===== src/design/rd_batch_pkg.sv =====
package rd_batch_pkg;

    // axi field widths, fixed for the whole subsystem
    localparam int id_w   = 3;          // 8 ids
    localparam int addr_w = 32;
    localparam int len_w  = 8;          // burst has len + 1 beats
    localparam int data_w = 32;

    localparam int id_num = 1 << id_w;  // number of distinct ids

    // read request, also used as the AR payload (43 bits)
    typedef struct packed {
        logic [id_w-1:0]   id;
        logic [addr_w-1:0] addr;
        logic [len_w-1:0]  len;
    } rd_req_t;

    // R channel payload (36 bits)
    typedef struct packed {
        logic [id_w-1:0]   id;
        logic [data_w-1:0] data;
        logic              last;
    } r_beat_t;

    // output stream payload, R beat plus the length check (37 bits)
    typedef struct packed {
        logic [id_w-1:0]   id;
        logic [data_w-1:0] data;
        logic              last;
        logic              len_err;
    } out_beat_t;

    // request generator FSM
    typedef enum logic [2:0] {
        idle,       // wait for a request and room in the id record
        check_id,   // lookup issued to the id record
        result,     // busy is valid here
        set_ar,     // AR valid, waiting for ready
        drop_req    // id still outstanding, pend strobe and pop
    } gen_state_t;

endpackage


===== src/design/req_fifo.sv =====
`timescale 1ns/1ps
module req_fifo #(
    parameter int depth = 4
) (
    input  logic                  clock,
    input  logic                  rst_n,
    input  logic                  wr_en,
    input  rd_batch_pkg::rd_req_t wdata,
    input  logic                  rd_en,
    output rd_batch_pkg::rd_req_t rdata,
    output logic                  empty,
    output logic                  full
);

    localparam int ptr_w = (depth > 1) ? $clog2(depth) : 1;
    localparam int cnt_w = $clog2(depth + 1);

    rd_batch_pkg::rd_req_t mem [depth];     // payload storage, no reset

    logic [ptr_w-1:0] wr_ptr;
    logic [ptr_w-1:0] rd_ptr;
    logic [cnt_w-1:0] count;                // words held
    logic             do_wr;
    logic             do_rd;

    assign empty = (count == '0);
    assign full  = (count == cnt_w'(depth));

    assign do_wr = wr_en && !full;          // write while full is lost
    assign do_rd = rd_en && !empty;

    assign rdata = mem[rd_ptr];             // head word, valid while not empty

    always_ff @(posedge clock) begin
        if (do_wr) begin
            mem[wr_ptr] <= wdata;
        end
    end

    // pointers wrap at depth so any depth works, not only powers of two
    always_ff @(posedge clock or negedge rst_n) begin
        if (!rst_n) begin
            wr_ptr <= '0;
            rd_ptr <= '0;
            count  <= '0;
        end else begin
            if (do_wr) begin
                wr_ptr <= (wr_ptr == ptr_w'(depth - 1)) ? '0 : wr_ptr + 1'b1;
            end
            if (do_rd) begin
                rd_ptr <= (rd_ptr == ptr_w'(depth - 1)) ? '0 : rd_ptr + 1'b1;
            end
            case ({do_wr, do_rd})
                2'b10:   count <= count + 1'b1;
                2'b01:   count <= count - 1'b1;
                default: count <= count;    // both or neither
            endcase
        end
    end

endmodule


===== src/design/id_record.sv =====
`timescale 1ns/1ps
module id_record #(
    parameter int max_outstanding = 8
) (
    input  logic                          clock,
    input  logic                          rst_n,
    input  logic                          set_en,     // AR handshake
    input  logic [rd_batch_pkg::id_w-1:0] set_id,
    input  logic                          clear_en,   // last R beat handshake
    input  logic [rd_batch_pkg::id_w-1:0] clear_id,
    input  logic                          lookup_en,
    input  logic [rd_batch_pkg::id_w-1:0] lookup_id,
    output logic                          busy,       // one cycle after lookup_en
    output logic                          full
);

    localparam int cnt_w = $clog2(rd_batch_pkg::id_num + 1);

    logic [rd_batch_pkg::id_num-1:0] pend_bits;       // one bit per outstanding id
    logic [rd_batch_pkg::id_num-1:0] pend_bits_nxt;
    logic [cnt_w-1:0]                pend_cnt;

    // population count of the next bitmap keeps the counter exact
    // even when set and clear land in the same cycle
    function automatic logic [cnt_w-1:0] ones(input logic [rd_batch_pkg::id_num-1:0] v);
        logic [cnt_w-1:0] n;
        n = '0;
        for (int i = 0; i < rd_batch_pkg::id_num; i++) begin
            n = n + cnt_w'(v[i]);
        end
        return n;
    endfunction

    always_comb begin
        pend_bits_nxt = pend_bits;
        if (clear_en) pend_bits_nxt[clear_id] = 1'b0;   // release
        if (set_en)   pend_bits_nxt[set_id]   = 1'b1;   // issue
    end

    always_ff @(posedge clock or negedge rst_n) begin
        if (!rst_n) begin
            pend_bits <= '0;
            pend_cnt  <= '0;
            busy      <= 1'b0;
        end else begin
            pend_bits <= pend_bits_nxt;
            pend_cnt  <= ones(pend_bits_nxt);
            if (lookup_en) begin
                busy <= pend_bits[lookup_id];   // registered lookup
            end
        end
    end

    assign full = (pend_cnt >= cnt_w'(max_outstanding));    // outstanding limit

endmodule


===== src/design/rd_batch_gen.sv =====
`timescale 1ns/1ps
module rd_batch_gen (
    input  logic                          clock,
    input  logic                          rst_n,
    // fifo head
    input  rd_batch_pkg::rd_req_t         head,
    input  logic                          empty,
    output logic                          pop,
    // id record
    output logic                          lookup_en,
    output logic [rd_batch_pkg::id_w-1:0] lookup_id,
    input  logic                          busy,
    input  logic                          rec_full,
    // AR channel
    output logic                          ar_valid,
    output rd_batch_pkg::rd_req_t         ar,
    input  logic                          ar_ready,
    // dropped request report
    output logic                          pend_en,
    output logic [rd_batch_pkg::id_w-1:0] pend_id
);

    rd_batch_pkg::gen_state_t state;
    rd_batch_pkg::gen_state_t state_nxt;

    logic ar_fire;

    assign ar_fire = ar_valid && ar_ready;

    always_ff @(posedge clock or negedge rst_n) begin
        if (!rst_n) begin
            state <= rd_batch_pkg::idle;
        end else begin
            state <= state_nxt;
        end
    end

    // one request at a time, the bursts themselves overlap
    always_comb begin
        state_nxt = state;
        case (state)
            rd_batch_pkg::idle: begin
                // hold off while the record has no room
                if (!empty && !rec_full) begin
                    state_nxt = rd_batch_pkg::check_id;
                end
            end
            rd_batch_pkg::check_id: begin
                state_nxt = rd_batch_pkg::result;   // lookup in flight
            end
            rd_batch_pkg::result: begin
                if (busy) begin
                    state_nxt = rd_batch_pkg::drop_req;     // id still in use
                end else begin
                    state_nxt = rd_batch_pkg::set_ar;
                end
            end
            rd_batch_pkg::set_ar: begin
                if (ar_fire) begin
                    state_nxt = rd_batch_pkg::idle;
                end
            end
            rd_batch_pkg::drop_req: begin
                state_nxt = rd_batch_pkg::idle;     // single cycle
            end
            default: begin
                state_nxt = rd_batch_pkg::idle;
            end
        endcase
    end

    // strobes registered from the next state, so each one
    // lines up exactly with the state it belongs to
    always_ff @(posedge clock or negedge rst_n) begin
        if (!rst_n) begin
            lookup_en <= 1'b0;
            ar_valid  <= 1'b0;
            pend_en   <= 1'b0;
        end else begin
            lookup_en <= (state_nxt == rd_batch_pkg::check_id);
            ar_valid  <= (state_nxt == rd_batch_pkg::set_ar);
            pend_en   <= (state_nxt == rd_batch_pkg::drop_req);
        end
    end

    // head only moves on pop, so it is the AR payload as is
    assign ar        = head;
    assign lookup_id = head.id;
    assign pend_id   = head.id;

    // retire the head on the AR handshake or on a drop
    assign pop = ar_fire || pend_en;

endmodule


===== src/design/rd_resp_track.sv =====
`timescale 1ns/1ps
module rd_resp_track (
    input  logic                           clock,
    input  logic                           rst_n,
    // issued bursts
    input  logic                           ar_fire,
    input  logic [rd_batch_pkg::id_w-1:0]  ar_id,
    input  logic [rd_batch_pkg::len_w-1:0] ar_len,
    // R channel
    input  logic                           r_valid,
    input  rd_batch_pkg::r_beat_t          r,
    output logic                           r_ready,
    // output stream
    output logic                           out_valid,
    output rd_batch_pkg::out_beat_t        out,
    input  logic                           out_ready,
    // id release
    output logic                           clear_en,
    output logic [rd_batch_pkg::id_w-1:0]  clear_id
);

    logic [rd_batch_pkg::len_w-1:0] len_tab [rd_batch_pkg::id_num];  // issued len per id
    logic [rd_batch_pkg::len_w-1:0] beat_cnt [rd_batch_pkg::id_num]; // beats seen so far

    logic                           beat_fire;
    logic [rd_batch_pkg::len_w-1:0] cur_cnt;    // index of the current beat
    logic                           at_final;   // current beat is the last expected one
    logic                           burst_end;
    logic                           len_err;

    assign r_ready   = out_ready;               // stall straight through
    assign out_valid = r_valid;
    assign beat_fire = r_valid && out_ready;

    assign cur_cnt  = beat_cnt[r.id];
    assign at_final = (cur_cnt == len_tab[r.id]);

    // early last, or last missing on the final expected beat
    assign len_err   = r.last ^ at_final;
    assign burst_end = r.last || at_final;

    assign out.id      = r.id;
    assign out.data    = r.data;
    assign out.last    = r.last;
    assign out.len_err = len_err;

    assign clear_en = beat_fire && burst_end;   // free the id for reuse
    assign clear_id = r.id;

    always_ff @(posedge clock) begin
        if (ar_fire) begin
            len_tab[ar_id] <= ar_len;
        end
    end

    always_ff @(posedge clock or negedge rst_n) begin
        if (!rst_n) begin
            for (int i = 0; i < rd_batch_pkg::id_num; i++) begin
                beat_cnt[i] <= '0;
            end
        end else if (beat_fire) begin
            if (burst_end) begin
                beat_cnt[r.id] <= '0;           // ready for the next burst on this id
            end else begin
                beat_cnt[r.id] <= cur_cnt + 1'b1;
            end
        end
    end

endmodule


===== src/design/rd_batch_top.sv =====
`timescale 1ns/1ps
module rd_batch_top #(
    parameter int fifo_depth      = 4,
    parameter int max_outstanding = 8
) (
    input  logic                          clock,
    input  logic                          rst_n,
    // request stream
    input  logic                          req_valid,
    input  rd_batch_pkg::rd_req_t         req,
    output logic                          req_ready,
    // AR channel
    output logic                          ar_valid,
    output rd_batch_pkg::rd_req_t         ar,
    input  logic                          ar_ready,
    // R channel
    input  logic                          r_valid,
    input  rd_batch_pkg::r_beat_t         r,
    output logic                          r_ready,
    // output stream
    output logic                          out_valid,
    output rd_batch_pkg::out_beat_t       out,
    input  logic                          out_ready,
    // dropped request report
    output logic                          pend_en,
    output logic [rd_batch_pkg::id_w-1:0] pend_id
);

    rd_batch_pkg::rd_req_t         head;
    logic                          fifo_empty;
    logic                          fifo_full;
    logic                          pop;
    logic                          lookup_en;
    logic [rd_batch_pkg::id_w-1:0] lookup_id;
    logic                          busy;
    logic                          rec_full;
    logic                          ar_fire;
    logic                          clear_en;
    logic [rd_batch_pkg::id_w-1:0] clear_id;

    assign req_ready = !fifo_full;
    assign ar_fire   = ar_valid && ar_ready;

    req_fifo #(.depth(fifo_depth)) i_fifo (
        .clock (clock),
        .rst_n (rst_n),
        .wr_en (req_valid && req_ready),
        .wdata (req),
        .rd_en (pop),
        .rdata (head),
        .empty (fifo_empty),
        .full  (fifo_full)
    );

    id_record #(.max_outstanding(max_outstanding)) i_rec (
        .clock     (clock),
        .rst_n     (rst_n),
        .set_en    (ar_fire),       // id goes busy on issue
        .set_id    (ar.id),
        .clear_en  (clear_en),
        .clear_id  (clear_id),
        .lookup_en (lookup_en),
        .lookup_id (lookup_id),
        .busy      (busy),
        .full      (rec_full)
    );

    rd_batch_gen i_gen (
        .clock     (clock),
        .rst_n     (rst_n),
        .head      (head),
        .empty     (fifo_empty),
        .pop       (pop),
        .lookup_en (lookup_en),
        .lookup_id (lookup_id),
        .busy      (busy),
        .rec_full  (rec_full),
        .ar_valid  (ar_valid),
        .ar        (ar),
        .ar_ready  (ar_ready),
        .pend_en   (pend_en),
        .pend_id   (pend_id)
    );

    rd_resp_track i_track (
        .clock     (clock),
        .rst_n     (rst_n),
        .ar_fire   (ar_fire),
        .ar_id     (ar.id),
        .ar_len    (ar.len),
        .r_valid   (r_valid),
        .r         (r),
        .r_ready   (r_ready),
        .out_valid (out_valid),
        .out       (out),
        .out_ready (out_ready),
        .clear_en  (clear_en),
        .clear_id  (clear_id)
    );

endmodule


===== config.mk =====
export PLATFORM = sky130hd
export DESIGN_NAME = rd_batch_top
export DESIGN_NICKNAME = d
export VERILOG_FILES = /design/src/design/rd_batch_pkg.sv /design/src/design/req_fifo.sv /design/src/design/id_record.sv /design/src/design/rd_batch_gen.sv /design/src/design/rd_resp_track.sv /design/src/design/rd_batch_top.sv
export SDC_FILE = /design/constraint.sdc
export NUM_CORES = 1
export LEC_CHECK = 0
export BUFFER_PORTS_ARGS = -buffer_cell sky130_fd_sc_hd__buf_2
export CAP_MARGIN = 25
export CORE_ASPECT_RATIO = 1.5
export CORE_UTILIZATION = 50
export DETAILED_ROUTE_END_ITERATION = 10
export GPL_ROUTABILITY_DRIVEN = 0
export PLACE_DENSITY = 0.77
export SLEW_MARGIN = 15
export SYNTH_ARGS = -nofsm -noshare
export SYNTH_HDL_FRONTEND = slang
export SYNTH_HIERARCHICAL = 1
export SYNTH_SLANG_ARGS = --single-unit

===== constraint.sdc =====
create_clock -name clock -period 5.7 [get_ports clock]
set_input_delay 0.855 -clock clock [delete_from_list [all_inputs] [get_ports clock]]
set_output_delay 0.855 -clock clock [all_outputs]
set_load 0.1 [all_outputs]

* After elaboration in Yosys (flattened, before gate mapping) *
Memory sizes are Yosys's and may differ from the RTL's.
Index checks and enable logic that the tools add are counted.

word-level totals
  flip-flop bits (word level) = 90
  logic and storage cells = 102
  memories = 2
  output and inout port bits = 88
  input port bits = 85
  memory bits (writable) = 236

memories
  name             words  width  rd ports  clocked after Yosys merged registers in  write ports  line                 text
  i_fifo.mem       4      43     1         0                                        1            req_fifo.sv:18       rd_batch_pkg::rd_req_t mem [depth];
  i_track.len_tab  8      8      1         0                                        1            rd_resp_track.sv:22  logic [rd_batch_pkg::len_w-1:0] len_tab [rd_batch_pkg::id_num];

operators by class
  reductions and logical operators = 18
  bitwise logic cells = 7
  $add $sub $neg = 12
  equality and inequality tests = 12
  mux-type cells = 26
  magnitude comparators = 7

operators with widths
  cell                   count
  $and A64 B64 Y64       1
  $bwmux W64             1
  $mux W64               1
  $not A64 Y64           1
  $mux W8                5
  $add A4 B1 Y4          6
  $bmux W8 S3            1
  $demux W8 S3           1
  $pmux W3 S4            1
  $logic_and A1 B1 Y1    10
  $eq A3 B2 Y1 const B   3
  $mux W3                3
  $add A8 B1 Y8 const B  1
  $and A8 B8 Y8          1
  $eq A8 B8 Y1           1
  $ge A4 B4 Y1 const B   2
  $lt A3 B4 Y1 const B   2
  $not A8 Y8             1
  $or A8 B8 Y8           1
  $mux W1                7
  $demux W1 S3           2
  $eq A2 B2 Y1 const B   3
  $eq A3 B1 Y1 const B   2
  $eq A3 B3 Y1 const B   2
  16 further kinds       23

* Depth between registers and ports, before layout *
Gate-level depths: netlist (run 1).

  depth in word-level cells = 17
  mapped depth = 24
  gate-level depth less buffers = 18

* Modules after synthesis *
Netlist (run 1), hierarchy kept.

by module, submodules not included
  module         seq. area each (µm²)  instances  area each (µm²)  cells an instance
  req_fifo       5340.1                1          6715.2           265
  rd_resp_track  3523.4                1          6297.3           538
  id_record      250.2                 1          615.6            58
  rd_batch_gen   150.1                 1          609.3            65
  rd_batch_top   0.0                   1          16.3             3

* Worst setup path after synthesis (run 1) *
Ideal clock, no wire load.

  path kind = input to register
  start point = input r[35] in the netlist's numbering
  end point = register i_rec.pend_cnt[3]
  path buffers = 5
  arrival time = 4.973 ns
  stages on the path = 23
  slack = 0.608 ns
  setup time = 0.119 ns
  data required time = 5.581 ns
  cells stage by stage = buf_2 -> buf_6 -> buf_4 -> buf_2 -> buf_2 -> mux2_2 -> a221oi_1 -> a31oi_1 -> nor3_1 -> xnor2_1 -> nand3_1 -> ha_1 -> nor2_1 -> nand2_1 -> o21ai_0 -> o21ai_0 -> fa_1 -> inv_1 -> fa_1 -> inv_1 -> ha_1 -> a21oi_1 -> nor2b_1

between the ends
  elaborated cells on any way between the ends = 25
  those cells by class = add/sub: 7; order compare: 2; eq/ne: 1; mux: 7; bitwise: 4; reduce/logical: 3; memory: 1

RTL lines
  what                                         line                 text
  from (decl)                                  rd_batch_top.sv:18   input rd_batch_pkg::r_beat_t r,
  $not A3 Y4 (not written as such)             rd_resp_track.sv:35  assign cur_cnt = beat_cnt[r.id];
  $bmux W8 S3                                  rd_resp_track.sv:35
  $mux W8 (not written as such) (2 in series)  rd_resp_track.sv:35
  $eq A8 B8 Y1 (*)                             rd_resp_track.sv:36  assign at_final = (cur_cnt == len_tab[r.id]);
  $logic_or A1 B1 Y1 (*)                       rd_resp_track.sv:40  assign burst_end = r.last || at_final;
  $logic_and A1 B1 Y1 (*)                      rd_resp_track.sv:47  assign clear_en = beat_fire && burst_end;
  net clear_en                                 rd_batch_top.sv:38   logic clear_en;
  $mux W8 (*)                                  id_record.sv:36      if (clear_en) pend_bits_nxt[clear_id] = 1'b0;
  $or A8 B8 Y8 (no line)                       n/a
  $mux W8 (*)                                  id_record.sv:37      if (set_en) pend_bits_nxt[set_id] = 1'b1;
  net i_rec.pend_bits_nxt (one bit)            id_record.sv:20      logic [rd_batch_pkg::id_num-1:0] pend_bits_nxt;
  $add A4 B1 Y4 (*) (5 in series)              id_record.sv:29      n = n + cnt_w'(v[i]);
  to (signal assigned)                         id_record.sv:47      pend_cnt <= ones(pend_bits_nxt);
  to (decl)                                    id_record.sv:21      logic [cnt_w-1:0] pend_cnt;

Mark *: on every way through the listed nets, which the timed path passes. The rest lies on a longest branch. The select of a mux whose other input is x is not followed.
A chain may end at the register's enable or synchronous reset.

* Worst setup path after layout (run 1) *
  start point = input r[34] in the netlist's numbering
  end point = register i_rec.pend_cnt[3]

The elaborated chain is that of the path after synthesis.

==> metrics.txt, run 1 <==
status complete, no violations; Port Buf Inserts 108; commonest non-fill, non-tap cell in the layout edfxtp_1; DRC viols 0; number of synthesized flops with an enable pin 236; Setup Viol. Count Final 0; PD cells 563 mW/mm²; initial antenna violation count 1; Clock transition at path regs 0.07 ns; Hold Buf Count CTS 0; gr usage total 0.195; Psw 0.00368 W; Die X 140 µm; htree depth 1; critical path class in2reg; number of CTS-inserted buffers 30; RSZ-0062 raised after global routing false; critical path arrival 5.48 ns; sequential group share of total power 0.368; Worst Path Required 6.15 ns; Clock Latency Late Sink 0.56 ns; vias in the first global route 8257; clk root buf clkbuf_16; Comb power frac 0.398; Slew headroom 0.390; Worst Tran Pin Value 0.911 ns; total power 0.00874 W; ANT cells 0; register area share after synthesis 0.650; Static Leak 5.79 nW; final setup margin 0.679 ns; Die Area 0.0292 mm²; PostCTS Resize Cnt 0; CP Capture Type register; most frequent cells in the layout edfxtp_1, buf_2, nand2_1, dfrtp_1, mux4_2; max-cap check violation count 0; f_max 199 MHz; HP Class in2async; Pins Over Slew Limit 0; Final nets 1065; Post-CTS Setup Bufs 0; final hold vios 0; final WL 27.7 mm; global-route wire length before repair 43.8 mm; Synthesis Warnings 6; Starting Density 0.510; Area Growth Syn to Fin 8.87%; layout cells sized above 1 0.268; Clk pwr share 0.234; Net Sw Frac 0.421; CTS tree built; post-synthesis register bit count 323; crit path max fanout 14; cells after synthesis 929; WL per Instance 20.8 µm; Final HPWL DP 18.3 mm; cell taking the most area after synthesis edfxtp_1; DP Worst Slack 0.140 ns; Die H 209 µm; Clock Skews 0.0203 ns; Vias 7747; Pint 0.00506 W; vias per cell 5.82; IO Pins 173; worst vdd rail ir drop 0.592 mV; core area 0.0280 mm²; startpoint types input port; Num Clock Sinks 323; CTS Buffer Depth 3; Synth Cell Area 0.0143 mm²; syn_nets 1030; 1st-iter DRT viols 376; Rows 75; Final min period 5.02 ns; top cells by area, synth edfxtp_1, dfrtp_1, mux4_2; DR pass1 iterations 4; fraction of registers with async set/reset 0.269; Setup TNS 0 ns; post-route ant nets 0; post-synth cell types 67; Mean Syn Cell Area 15.3 µm²; pin count of the biggest net entering global routing 61; grt total ovfl 0; Post-synth top flop edfxtp_1; Final period util 0.881; top cell type's share of synthesized area 0.497
-- worst paths after layout --
kind                                                        from  cells past startpoint                              end  slack, ns
max in group asynchronous                                  rst_n                      2  i_track/beat_cnt[8]$_DFFE_PN0P_       4.85
worst min register to register         i_gen/lookup_en$_DFF_PN0_                      1           i_rec/busy$_DFFE_PN0P_       0.46
min in group clock                     i_gen/lookup_en$_DFF_PN0_                      1           i_rec/busy$_DFFE_PN0P_       0.46
worst max-delay path                                       r[34]                     20      i_rec/pend_cnt[3]$_DFF_PN0_       0.68
worst min-delay path                                       rst_n                      1  i_track/beat_cnt[4]$_DFFE_PN0P_       0.21
worst max register to register  i_track/beat_cnt[33]$_DFFE_PN0P_                     18      i_rec/pend_cnt[3]$_DFF_PN0_       1.16
-- routing by layer --
layer,GRT usage,routed length [µm],up-vias
met4,0.0902,1080,2
met1,0.212,10200,3921
met5,0,10,-
met3,0.0410,1570,90
li1,-,-,3480
met2,0.361,14900,254
-- layout make-up --
| cell class | instances | area (µm²) |
|---|---|---|
| well taps | 346 | 433 |
| clock inverters | 20 | 258 |
| clock buffers | 34 | 766 |
| fillers | 2157 | 12400 |
| repair buffers | 136 | 773 |
| inverters | 21 | 78.8 |
| flip-flops and latches | 323 | 9270 |
| multi-input cells | 452 | 3940 |
-- critical path: stages --
cell	delay [ns]
buf_2	0.31
buf_4	0.28
or2_1	0.23
o32ai_1	0.10
a211oi_1	0.51
xor2_1	0.13
nor4_1	0.29
nand3_1	0.16
ha_1	0.23
nor2_1	0.25
nand2_1	0.17
o21ai_0	0.19
o21ai_0	0.18
fa_1	0.57
inv_1	0.06
fa_1	0.53
inv_1	0.04
ha_1	0.18
a21oi_1	0.14
nor2b_1	0.06
-- flip-flops by register name, indices dropped and copies added (netlist names) --
signal	cells
i_fifo/rd_ptr	2
i_track/beat_cnt	64
i_fifo/wr_ptr	2
i_track/len_tab	64
i_rec/busy	1
i_rec/pend_bits	8
i_gen/state	3
i_rec/pend_cnt	1
i_gen/lookup_en	1
i_gen/ar_valid	1
i_fifo/mem	172
i_gen/pend_en	1
i_fifo/count	3
-- through the flow --
stage | std cells | cell area (µm²) | util | hold slack, ns
6_report | 1332 | 15500 | 0.555 | 0.212
5_1_grt | 1332 | 15500 | 0.555 | 0.217
4_1_cts | 1332 | 15500 | 0.555 | 0.205
3_5_place_dp | 1278 | 14500 | 0.518 | 0.450
3_3_place_gp | 1277 | 14500 | 0.517 | 0.444
2_1_floorplan | 929 | 14300 | - | 0.429
-- synth_stat cells, drive strengths merged, types with 6 or more instances --
cell type / n
a21oi: 13
buf: 119
clkbuf: 14
dfrtp: 87
edfxtp: 236
ha: 12
inv: 20
mux2: 7
mux2i: 35
mux4: 59
nand2: 87
nand2b: 18
nand3: 19
nor2: 20
nor2b: 9
nor3: 9
nor4: 9
o21ai: 54
o31ai: 18
or2: 6
xnor2: 7
xor2: 9
-- kinds of logic (layout without fill, tap and decap cells) --
| kind of cell | Yosys count | after routing | synth area share |
|---|---|---|---|
| AO/OA/AOI/OAI | 119 | 119 | 0.0536 |
| XOR/XNOR | 16 | 16 | 0.0104 |
| adder cells (fa/ha/maj) | 16 | 16 | 0.0162 |
| buffers and inverters | 154 | 211 | 0.0742 |
| flip-flops | 323 | 323 | 0.650 |
| multiplexers | 101 | 101 | 0.125 |
| AND/OR/NAND/NOR | 200 | 200 | 0.0703 |
-- power by group through the flow --
stage | sequential, W | combinational (W) | clock [W]
5_1_grt | 0.00326 | 0.00367 | 0.00217
2_1_floorplan | 0.00324 | 0.00334 | 0
4_1_cts | 0.00323 | 0.00352 | 0.00209
6_report | 0.00322 | 0.00347 | 0.00205
3_3_place_gp | 0.00324 | 0.00347 | 0
3_5_place_dp | 0.00327 | 0.00350 | 0
No activity file was read; power rests on OpenSTA's default activity.
==> run 2, diff against run 1 <==
--- a/config.mk
+++ b/config.mk
@@ -11,9 +11,8 @@
 export CORE_UTILIZATION = 50
 export DETAILED_ROUTE_END_ITERATION = 10
 export GPL_ROUTABILITY_DRIVEN = 0
-export PLACE_DENSITY = 0.77
+export PLACE_DENSITY = 0.78
 export SLEW_MARGIN = 15
 export SYNTH_ARGS = -nofsm -noshare
 export SYNTH_HDL_FRONTEND = slang
-export SYNTH_HIERARCHICAL = 1
 export SYNTH_SLANG_ARGS = --single-unit
==> run 2 against run 1 <==
  * Synthesized cell count down 13%
  * Critical path type unchanged
  * First-iteration DRC count up 41%
  * Worst setup slack better by 0.015 ns
  * Largest power group unchanged
  * Clock power down 7%
  * Total power down 3.7%
  * Clock-buffer cell count down 3
  * Global-route usage up 0.69 points
  * Critical path depth down 3
  * Area after synthesis down 6.0%
  * Clock skew down 0.0092 ns
  * Utilization up 1.5 points
==> metrics.txt, run 2 <==
RSZ-0062 raised after global routing false; Setup Viol. Count Final 0 (unchanged); vias per cell 5.68 (-2.3%); core area 0.0264 mm² (-5.6%); global-route wire length before repair 41.6 mm (-4.9%); DR pass1 iterations 5 (+1); Clock transition at path regs 0.07 ns (about the same); WL per Instance 21.3 µm (+2.5%); Final HPWL DP 17.5 mm (-4.3%); r2r endpoint i_rec.pend_cnt[3]$_DFF_PN0_; final core utilization 0.570 (+0.0152); Post-synth top flop edfxtp_1; crit path max fanout 11 (-3); DRC viols 0 (unchanged); Setup TNS 0 ns (unchanged); Hold Buf Count CTS 0 (unchanged); Non-Filler Instances 1250 (-6.2%); HP Class in2async; pin count of the biggest net entering global routing 59 (-3.3%); top cell type's share of synthesized area 0.529 (+0.0319); layout cells sized above 1 0.297 (+0.0291); reg2reg setup slack 1.01 ns (-0.15 ns); DP Cell Count 1198 (-6.3%); most common library cells after synthesis edfxtp_1, dfrtp_1, nand2_1, o21ai_0, mux4_2; CTS Buffer Depth 3 (unchanged); Regs by FF count i_fifo.mem x172, i_track.beat_cnt x64, i_track.len_tab x64; critical path arrival 5.44 ns (-0.04 ns); grt total ovfl 0 (unchanged); Post-CTS Setup Bufs 0 (unchanged); gr usage total 0.202 (+0.00691); Final min period 5.01 ns (-0.0148 ns); Die H 202 µm (-3.0%); startpoint types input port; register area share after synthesis 0.692 (+0.0416); Clock Latency Late Sink 0.55 ns (about the same); Pins Over Slew Limit 0 (unchanged); post-synthesis register bit count 323 (unchanged); 1st-iter DRT viols 532 (+41%); Num Clock Sinks 323 (unchanged); Worst R2R Start i_track.beat_cnt[30]$_DFFE_PN0P_; Final period util 0.878 (-0.00259); vias in the first global route 7595 (-8.0%); max-cap check violation count 0 (unchanged); htree depth 1 (unchanged); Synth Cell Area 0.0134 mm² (-6.0%); Pint 0.00486 W (-4.0%); final hold vios 0 (unchanged); Reg2Reg Depth 15 (-3); f_max 200 MHz (+0.30%); Comb power frac 0.391 (-0.007); most frequent cells in the layout edfxtp_1, buf_2, dfrtp_1, nand2_1, o21ai_0; Clk pwr share 0.227 (-0.007); Worst Path Required 6.14 ns (about the same); clk root buf clkbuf_16; Psw 0.00356 W (-3.2%); Static Leak 5.64 nW (-2.5%); Rows 73 (-2.7%); Die Area 0.0275 mm² (-5.9%); post-synth cell types 50 (-25%); cells after synthesis 804 (-13%); DP Worst Slack 0.115 ns (-0.0250 ns); cell taking the most area after synthesis edfxtp_1; final setup margin 0.694 ns (+0.0148 ns); Net Sw Frac 0.423 (+0.00188); Top reg by flops i_fifo.mem; CTS tree built; initial antenna violation count 0 (-1); Die X 136 µm (-3.0%); number of synthesized flops with an enable pin 236 (unchanged); Worst Tran Pin Value 0.891 ns (-0.0207 ns); Vias 7104 (-8.3%); Slew headroom 0.404 (+0.0139); PD cells 560 mW/mm² (-0.66%); final WL 26.6 mm (-3.8%); number of CTS-inserted buffers 29 (-3.3%); post-route ant nets 0 (unchanged); status complete, no violations; Starting Density 0.507 (-0.00224); Clock Skews 0.0110 ns (-0.00922 ns); fraction of registers with async set/reset 0.269 (unchanged); CP Capture Type register; worst vdd rail ir drop 0.583 mV (-1.4%); Filler cells 1960 (-9.1%); Largest register FFs 172 (unchanged); ANT cells 0 (unchanged); sequential group share of total power 0.381 (+0.013); Port Buf Inserts 108 (unchanged); Mean Syn Cell Area 16.7 µm² (+8.6%); PostCTS Resize Cnt 0 (unchanged); Final nets 992 (-6.9%); hold_ws 0.219 ns (+0.00672 ns); most common cell in the synthesized netlist edfxtp_1; Synthesis Warnings 0 (-6); critical path class in2reg; top cells by area, synth edfxtp_1, dfrtp_1, mux4_2; commonest non-fill, non-tap cell in the layout edfxtp_1; Area Growth Syn to Fin 12.4%; syn_nets 904 (-12%); IO Pins 173 (unchanged)
[run 2: cell type report]
cell class                 instances  area, µm²  area share
clock buffer                      31        733      0.0487
clock inverter                    21        204      0.0136
inverter                          16       60.1     0.00399
multi-input combinational        388       3590       0.239
sequential                       323       9270       0.616
tap                              337        422      0.0280
timing repair buffer             134        776      0.0515
[run 2: cells by family after synthesis]
| kind of cell | count (synthesis) | share of synthesized area |
|---|---|---|
| AND/OR/NAND/NOR | 155 | 0.0525 |
| XOR/XNOR | 19 | 0.0147 |
| flip-flops | 323 | 0.692 |
| AO/OA/AOI/OAI | 99 | 0.0423 |
| multiplexers | 100 | 0.142 |
| adder cells (fa/ha/maj) | 15 | 0.0163 |
| buffers and inverters | 93 | 0.0408 |
[run 2: worst max-delay path by stage]
stage | start | end | depth (start not counted)
floorplan | r[34] | i_rec.pend_cnt[3]$_DFF_PN0_ | 18
global placement | r[33] | i_rec.pend_cnt[3]$_DFF_PN0_ | 17
detailed placement | r[33] | i_rec.pend_cnt[3]$_DFF_PN0_ | 17
CTS | r[33] | i_rec.pend_cnt[3]$_DFF_PN0_ | 17
global route | r[33] | i_rec.pend_cnt[3]$_DFF_PN0_ | 18
finish | r[33] | i_rec.pend_cnt[3]$_DFF_PN0_ | 17
[run 2: metrics by stage]
| stage | instance area [µm²] | total power (W) |
|---|---|---|
| final | 15100 | 0.00842 |
| after floorplan | 13400 | 0.00610 |
| after global routing | 15100 | 0.00875 |
| after detailed placement | 14100 | 0.00657 |
| after CTS | 15100 | 0.00850 |
| after global placement | 14100 | 0.00651 |
[run 2: layer usage]
metal  wire (µm)  global-route usage
met3        1710              0.0414
met2       14300               0.366
met1        9720               0.229
met4         922              0.0851
met5           0                   0
[run 2: worst max-delay path, cell delays in order]
cell and delay, ns:
buf_2 0.15, buf_4 0.25, mux4_2 0.53, mux2i_1 0.23, xnor2_1 0.10, nor3_1 0.28, o211ai_1 0.15, ha_1 0.21
or3_1 0.41, o21ai_0 0.19, o21ai_0 0.15, ha_1 0.32, fa_1 0.53, fa_1 0.45, fa_1 0.44, a21oi_1 0.13
nor2b_1 0.05
[run 2: power groups by stage]
| stage | sequential [W] | combinational [W] | clock [W] |
|---|---|---|---|
| 2_1_floorplan | 0.00319 | 0.00290 | 0 |
| 3_3_place_gp | 0.00324 | 0.00327 | 0 |
| 3_5_place_dp | 0.00326 | 0.00331 | 0 |
| 4_1_cts | 0.00322 | 0.00333 | 0.00194 |
| 5_1_grt | 0.00325 | 0.00348 | 0.00203 |
| 6_report | 0.00321 | 0.00330 | 0.00191 |
==> run 3, diff against run 2 <==
--- a/config.mk
+++ b/config.mk
@@ -11,7 +11,7 @@
 export CORE_UTILIZATION = 50
 export DETAILED_ROUTE_END_ITERATION = 10
 export GPL_ROUTABILITY_DRIVEN = 0
-export PLACE_DENSITY = 0.78
+export PLACE_DENSITY = 0.8
 export SLEW_MARGIN = 15
 export SYNTH_ARGS = -nofsm -noshare
 export SYNTH_HDL_FRONTEND = slang
==> constraint.sdc (replaced) <==
create_clock -name clock -period 4.2 [get_ports clock]
set_input_delay 0.63 -clock clock [delete_from_list [all_inputs] [get_ports clock]]
set_output_delay 0.63 -clock clock [all_outputs]
set_load 0.1 [all_outputs]
==> run 3 against run 2 <==
  * Hold slack got worse by 0.037 ns
  * Die area did not move
  * Utilization rose by 1.8 points
  * Sequential share of layout area fell by 1.9 points
  * Clock skew rose by 0.0015 ns
  * Non-clock buffer count rose by 44
  * Cell area rose by 3.2%
  * Register-to-register slack got worse by 1.1 ns
  * Global-route usage fell by 0.13 points
  * Critical endpoint unchanged
  * Routed wire length rose by 0.12%
  * The run now ends with setup timing left
==> metrics.txt, run 3 (synthesis gave the netlist of run 2 again) <==
status complete, but fails checks; failing checks setup timing; Worst R2R Start i_track.beat_cnt[0]$_DFFE_PN0P_; total power 0.0116 W (+38%); CP cell instances buf_12 -> buf_12 -> buf_8 -> mux4_2 -> mux2i_2 -> xor2_1 -> nor3_2 -> o211ai_1 -> ha_2 -> or3_4 -> o21ai_2 -> o21ai_2 -> ha_4 -> fa_1 -> fa_1 -> fa_2 -> a21oi_2 -> nor2b_1; max-cap check violation count 0 (unchanged); CP top delay family adder cells; Starting Density 0.507 (unchanged); gr usage total 0.201 (-0.00132); Sequential cell area 0.00927 mm² (unchanged); Static Leak 5.88 nW (+4.2%); Setup Viol. Count Final 1 (+1); Final nets 1036 (+4.4%); Worst Tran Pin Value 0.981 ns (+0.0900 ns); Clock transition at path regs 0.07 ns (about the same); crit path max fanout 6 (-5); Layout Cell Area excl Fill 0.0155 mm² (+3.2%); worst vdd rail ir drop 0.865 mV (+48%); number of CTS-inserted buffers 29 (unchanged); crit path launch r[33]; HP Class in2async; global-route wire length before repair 41.8 mm (+0.31%); post-route ant nets 0 (unchanged); slowest CP cell fa_1; Levels on crit path 18 (+1); final WL 26.7 mm (+0.12%); core area 0.0264 mm² (unchanged); Critical path buffers and inverters 3 (+1); initial antenna violation count 2 (+2); pin count of the biggest net entering global routing 67 (+14%); Area Growth Syn to Fin 16.0%; final hold vios 0 (unchanged); htree depth 1 (unchanged); 1st-iter DRT viols 430 (-19%); DR pass1 iterations 5 (unchanged); CP Capture Type register; most frequent cells in the layout edfxtp_1, buf_2, dfrtp_1, nand2_1, buf_4; Largest register FFs 172 (unchanged); commonest non-fill, non-tap cell in the layout edfxtp_1; Pins Over Slew Limit 0 (unchanged); Reg2Reg Depth 16 (+1); Regs by FF count i_fifo.mem x172, i_track.beat_cnt x64, i_track.len_tab x64; DRC viols 0 (unchanged); WL per Instance 20.6 µm (-3.4%); layout cells sized above 1 0.349 (+0.0525); critical path class in2reg; Die X 136 µm (unchanged); startpoint types input port; Die Area 0.0275 mm² (unchanged); Max stage delay on crit path 0.52 ns (about the same); Final period util 1.04; RSZ-0062 raised after global routing true; CTS Buffer Depth 3 (unchanged); Rows 73 (unchanged); grt total ovfl 0 (unchanged); Port Buf Inserts 108 (unchanged); Vias 7268 (+2.3%); Worst Path Required 4.63 ns (-1.51 ns); Filler cells 1905 (-2.8%); vias in the first global route 7833 (+3.1%); Final min period 4.36 ns; reg2reg setup slack -0.12 ns (-1.13 ns); area of the multi-input gates 0.00366 mm² (+1.9%); Clock Latency Late Sink 0.55 ns (about the same); hold_ws 0.182 ns (-0.0366 ns); f_max 230 MHz; Clock Skews 0.0125 ns (+0.00146 ns); post-place instance area 0.0144 mm² (+2.0%); clk root buf clkbuf_16; Num Clock Sinks 323 (unchanged); critical path arrival 4.79 ns (-0.65 ns); final setup margin -0.157 ns (-0.851 ns); CTS tree built; Die H 202 µm (unchanged); Slew headroom 0.346 (-0.0578); Top reg by flops i_fifo.mem; vias per cell 5.61 (-1.3%); Setup TNS -0.157 ns (-0.157 ns); final core utilization 0.589 (+0.0185); PD cells 745 mW/mm² (+33%); IO Pins 173 (unchanged); ANT cells 0 (unchanged); Final HPWL DP 17.6 mm (+0.67%)
## run 3: cell types whose count changed in the layout (fill, tap and decap cells not counted), moves of 3 or more
cell / previous run / this run
o21ai_1: 11 / 14
o21ai_2: 1 / 5
clkinvlp_4: 3 / 6
buf_2: 107 / 104
buf_4: 24 / 65
o21ai_0: 63 / 56
## run 3: worst reg2reg max path, cell delays in order, from the launching register on
cell,delay (ns)
dfrtp_1,0.39
mux4_2,0.47
and2_4,0.18
nor2_2,0.14
xor2_1,0.09
nor3_1,0.19
o211ai_1,0.13
ha_2,0.22
or3_4,0.35
o21ai_2,0.13
o21ai_2,0.09
ha_4,0.25
fa_1,0.51
fa_1,0.52
fa_2,0.35
a21oi_2,0.12
nor2b_1,0.06
## run 3: cell type report
class	instances	area share
clock buffer	33	0.0477
clock inverter	21	0.0138
inverter	16	0.00387
multi-input combinational	388	0.235
sequential	323	0.596
tap	337	0.0271
timing repair buffer	178	0.0758
## run 3: power by group
group	total [W]	switching [W]	internal [W]
combinational	0.00461	0.00349	0.00112
sequential	0.00434	0.000227	0.00411
clock	0.00264	0.00117	0.00147
total	0.0116	0.00489	0.00669
## run 3: stage by stage
step,std cells,setup slack [ns]
final,1296,-0.157
after global routing,1296,-0.288
after CTS,1292,-0.107
after detailed placement,1233,-0.834
after global placement,1233,-0.784
after floorplan,804,-0.431
## run 3: metal layers
metal | GRT usage | up-vias | wire length, µm
met4 | 0.0887 | 2 | 848
met5 | 0 | - | 10
met2 | 0.362 | 214 | 14400
met1 | 0.222 | 3712 | 9880
li1 | - | 3283 | -
met3 | 0.0479 | 57 | 1560
## run 3: timing repair
action                                 in CTS  in global routing
pin swaps                                   5                  6
endpoints found under the hold margin       0                  0
setup buffers                               4                  4
resized for setup                          18                 13
cloned                                      1                  0
hold buffers                                0                  0
setup endpoints to repair                   1                  1
## run 3: worst paths after layout
kind | to
setup / recovery | i_rec.pend_cnt[3]$_DFF_PN0_
hold / removal | i_track.beat_cnt[23]$_DFFE_PN0P_
setup reg to reg | i_rec.pend_cnt[3]$_DFF_PN0_
hold reg to reg | i_rec.busy$_DFFE_PN0P_
max in group asynchronous | i_gen.pend_en$_DFF_PN0_
min in group clock | i_fifo.mem[0][27]$_DFFE_PP_
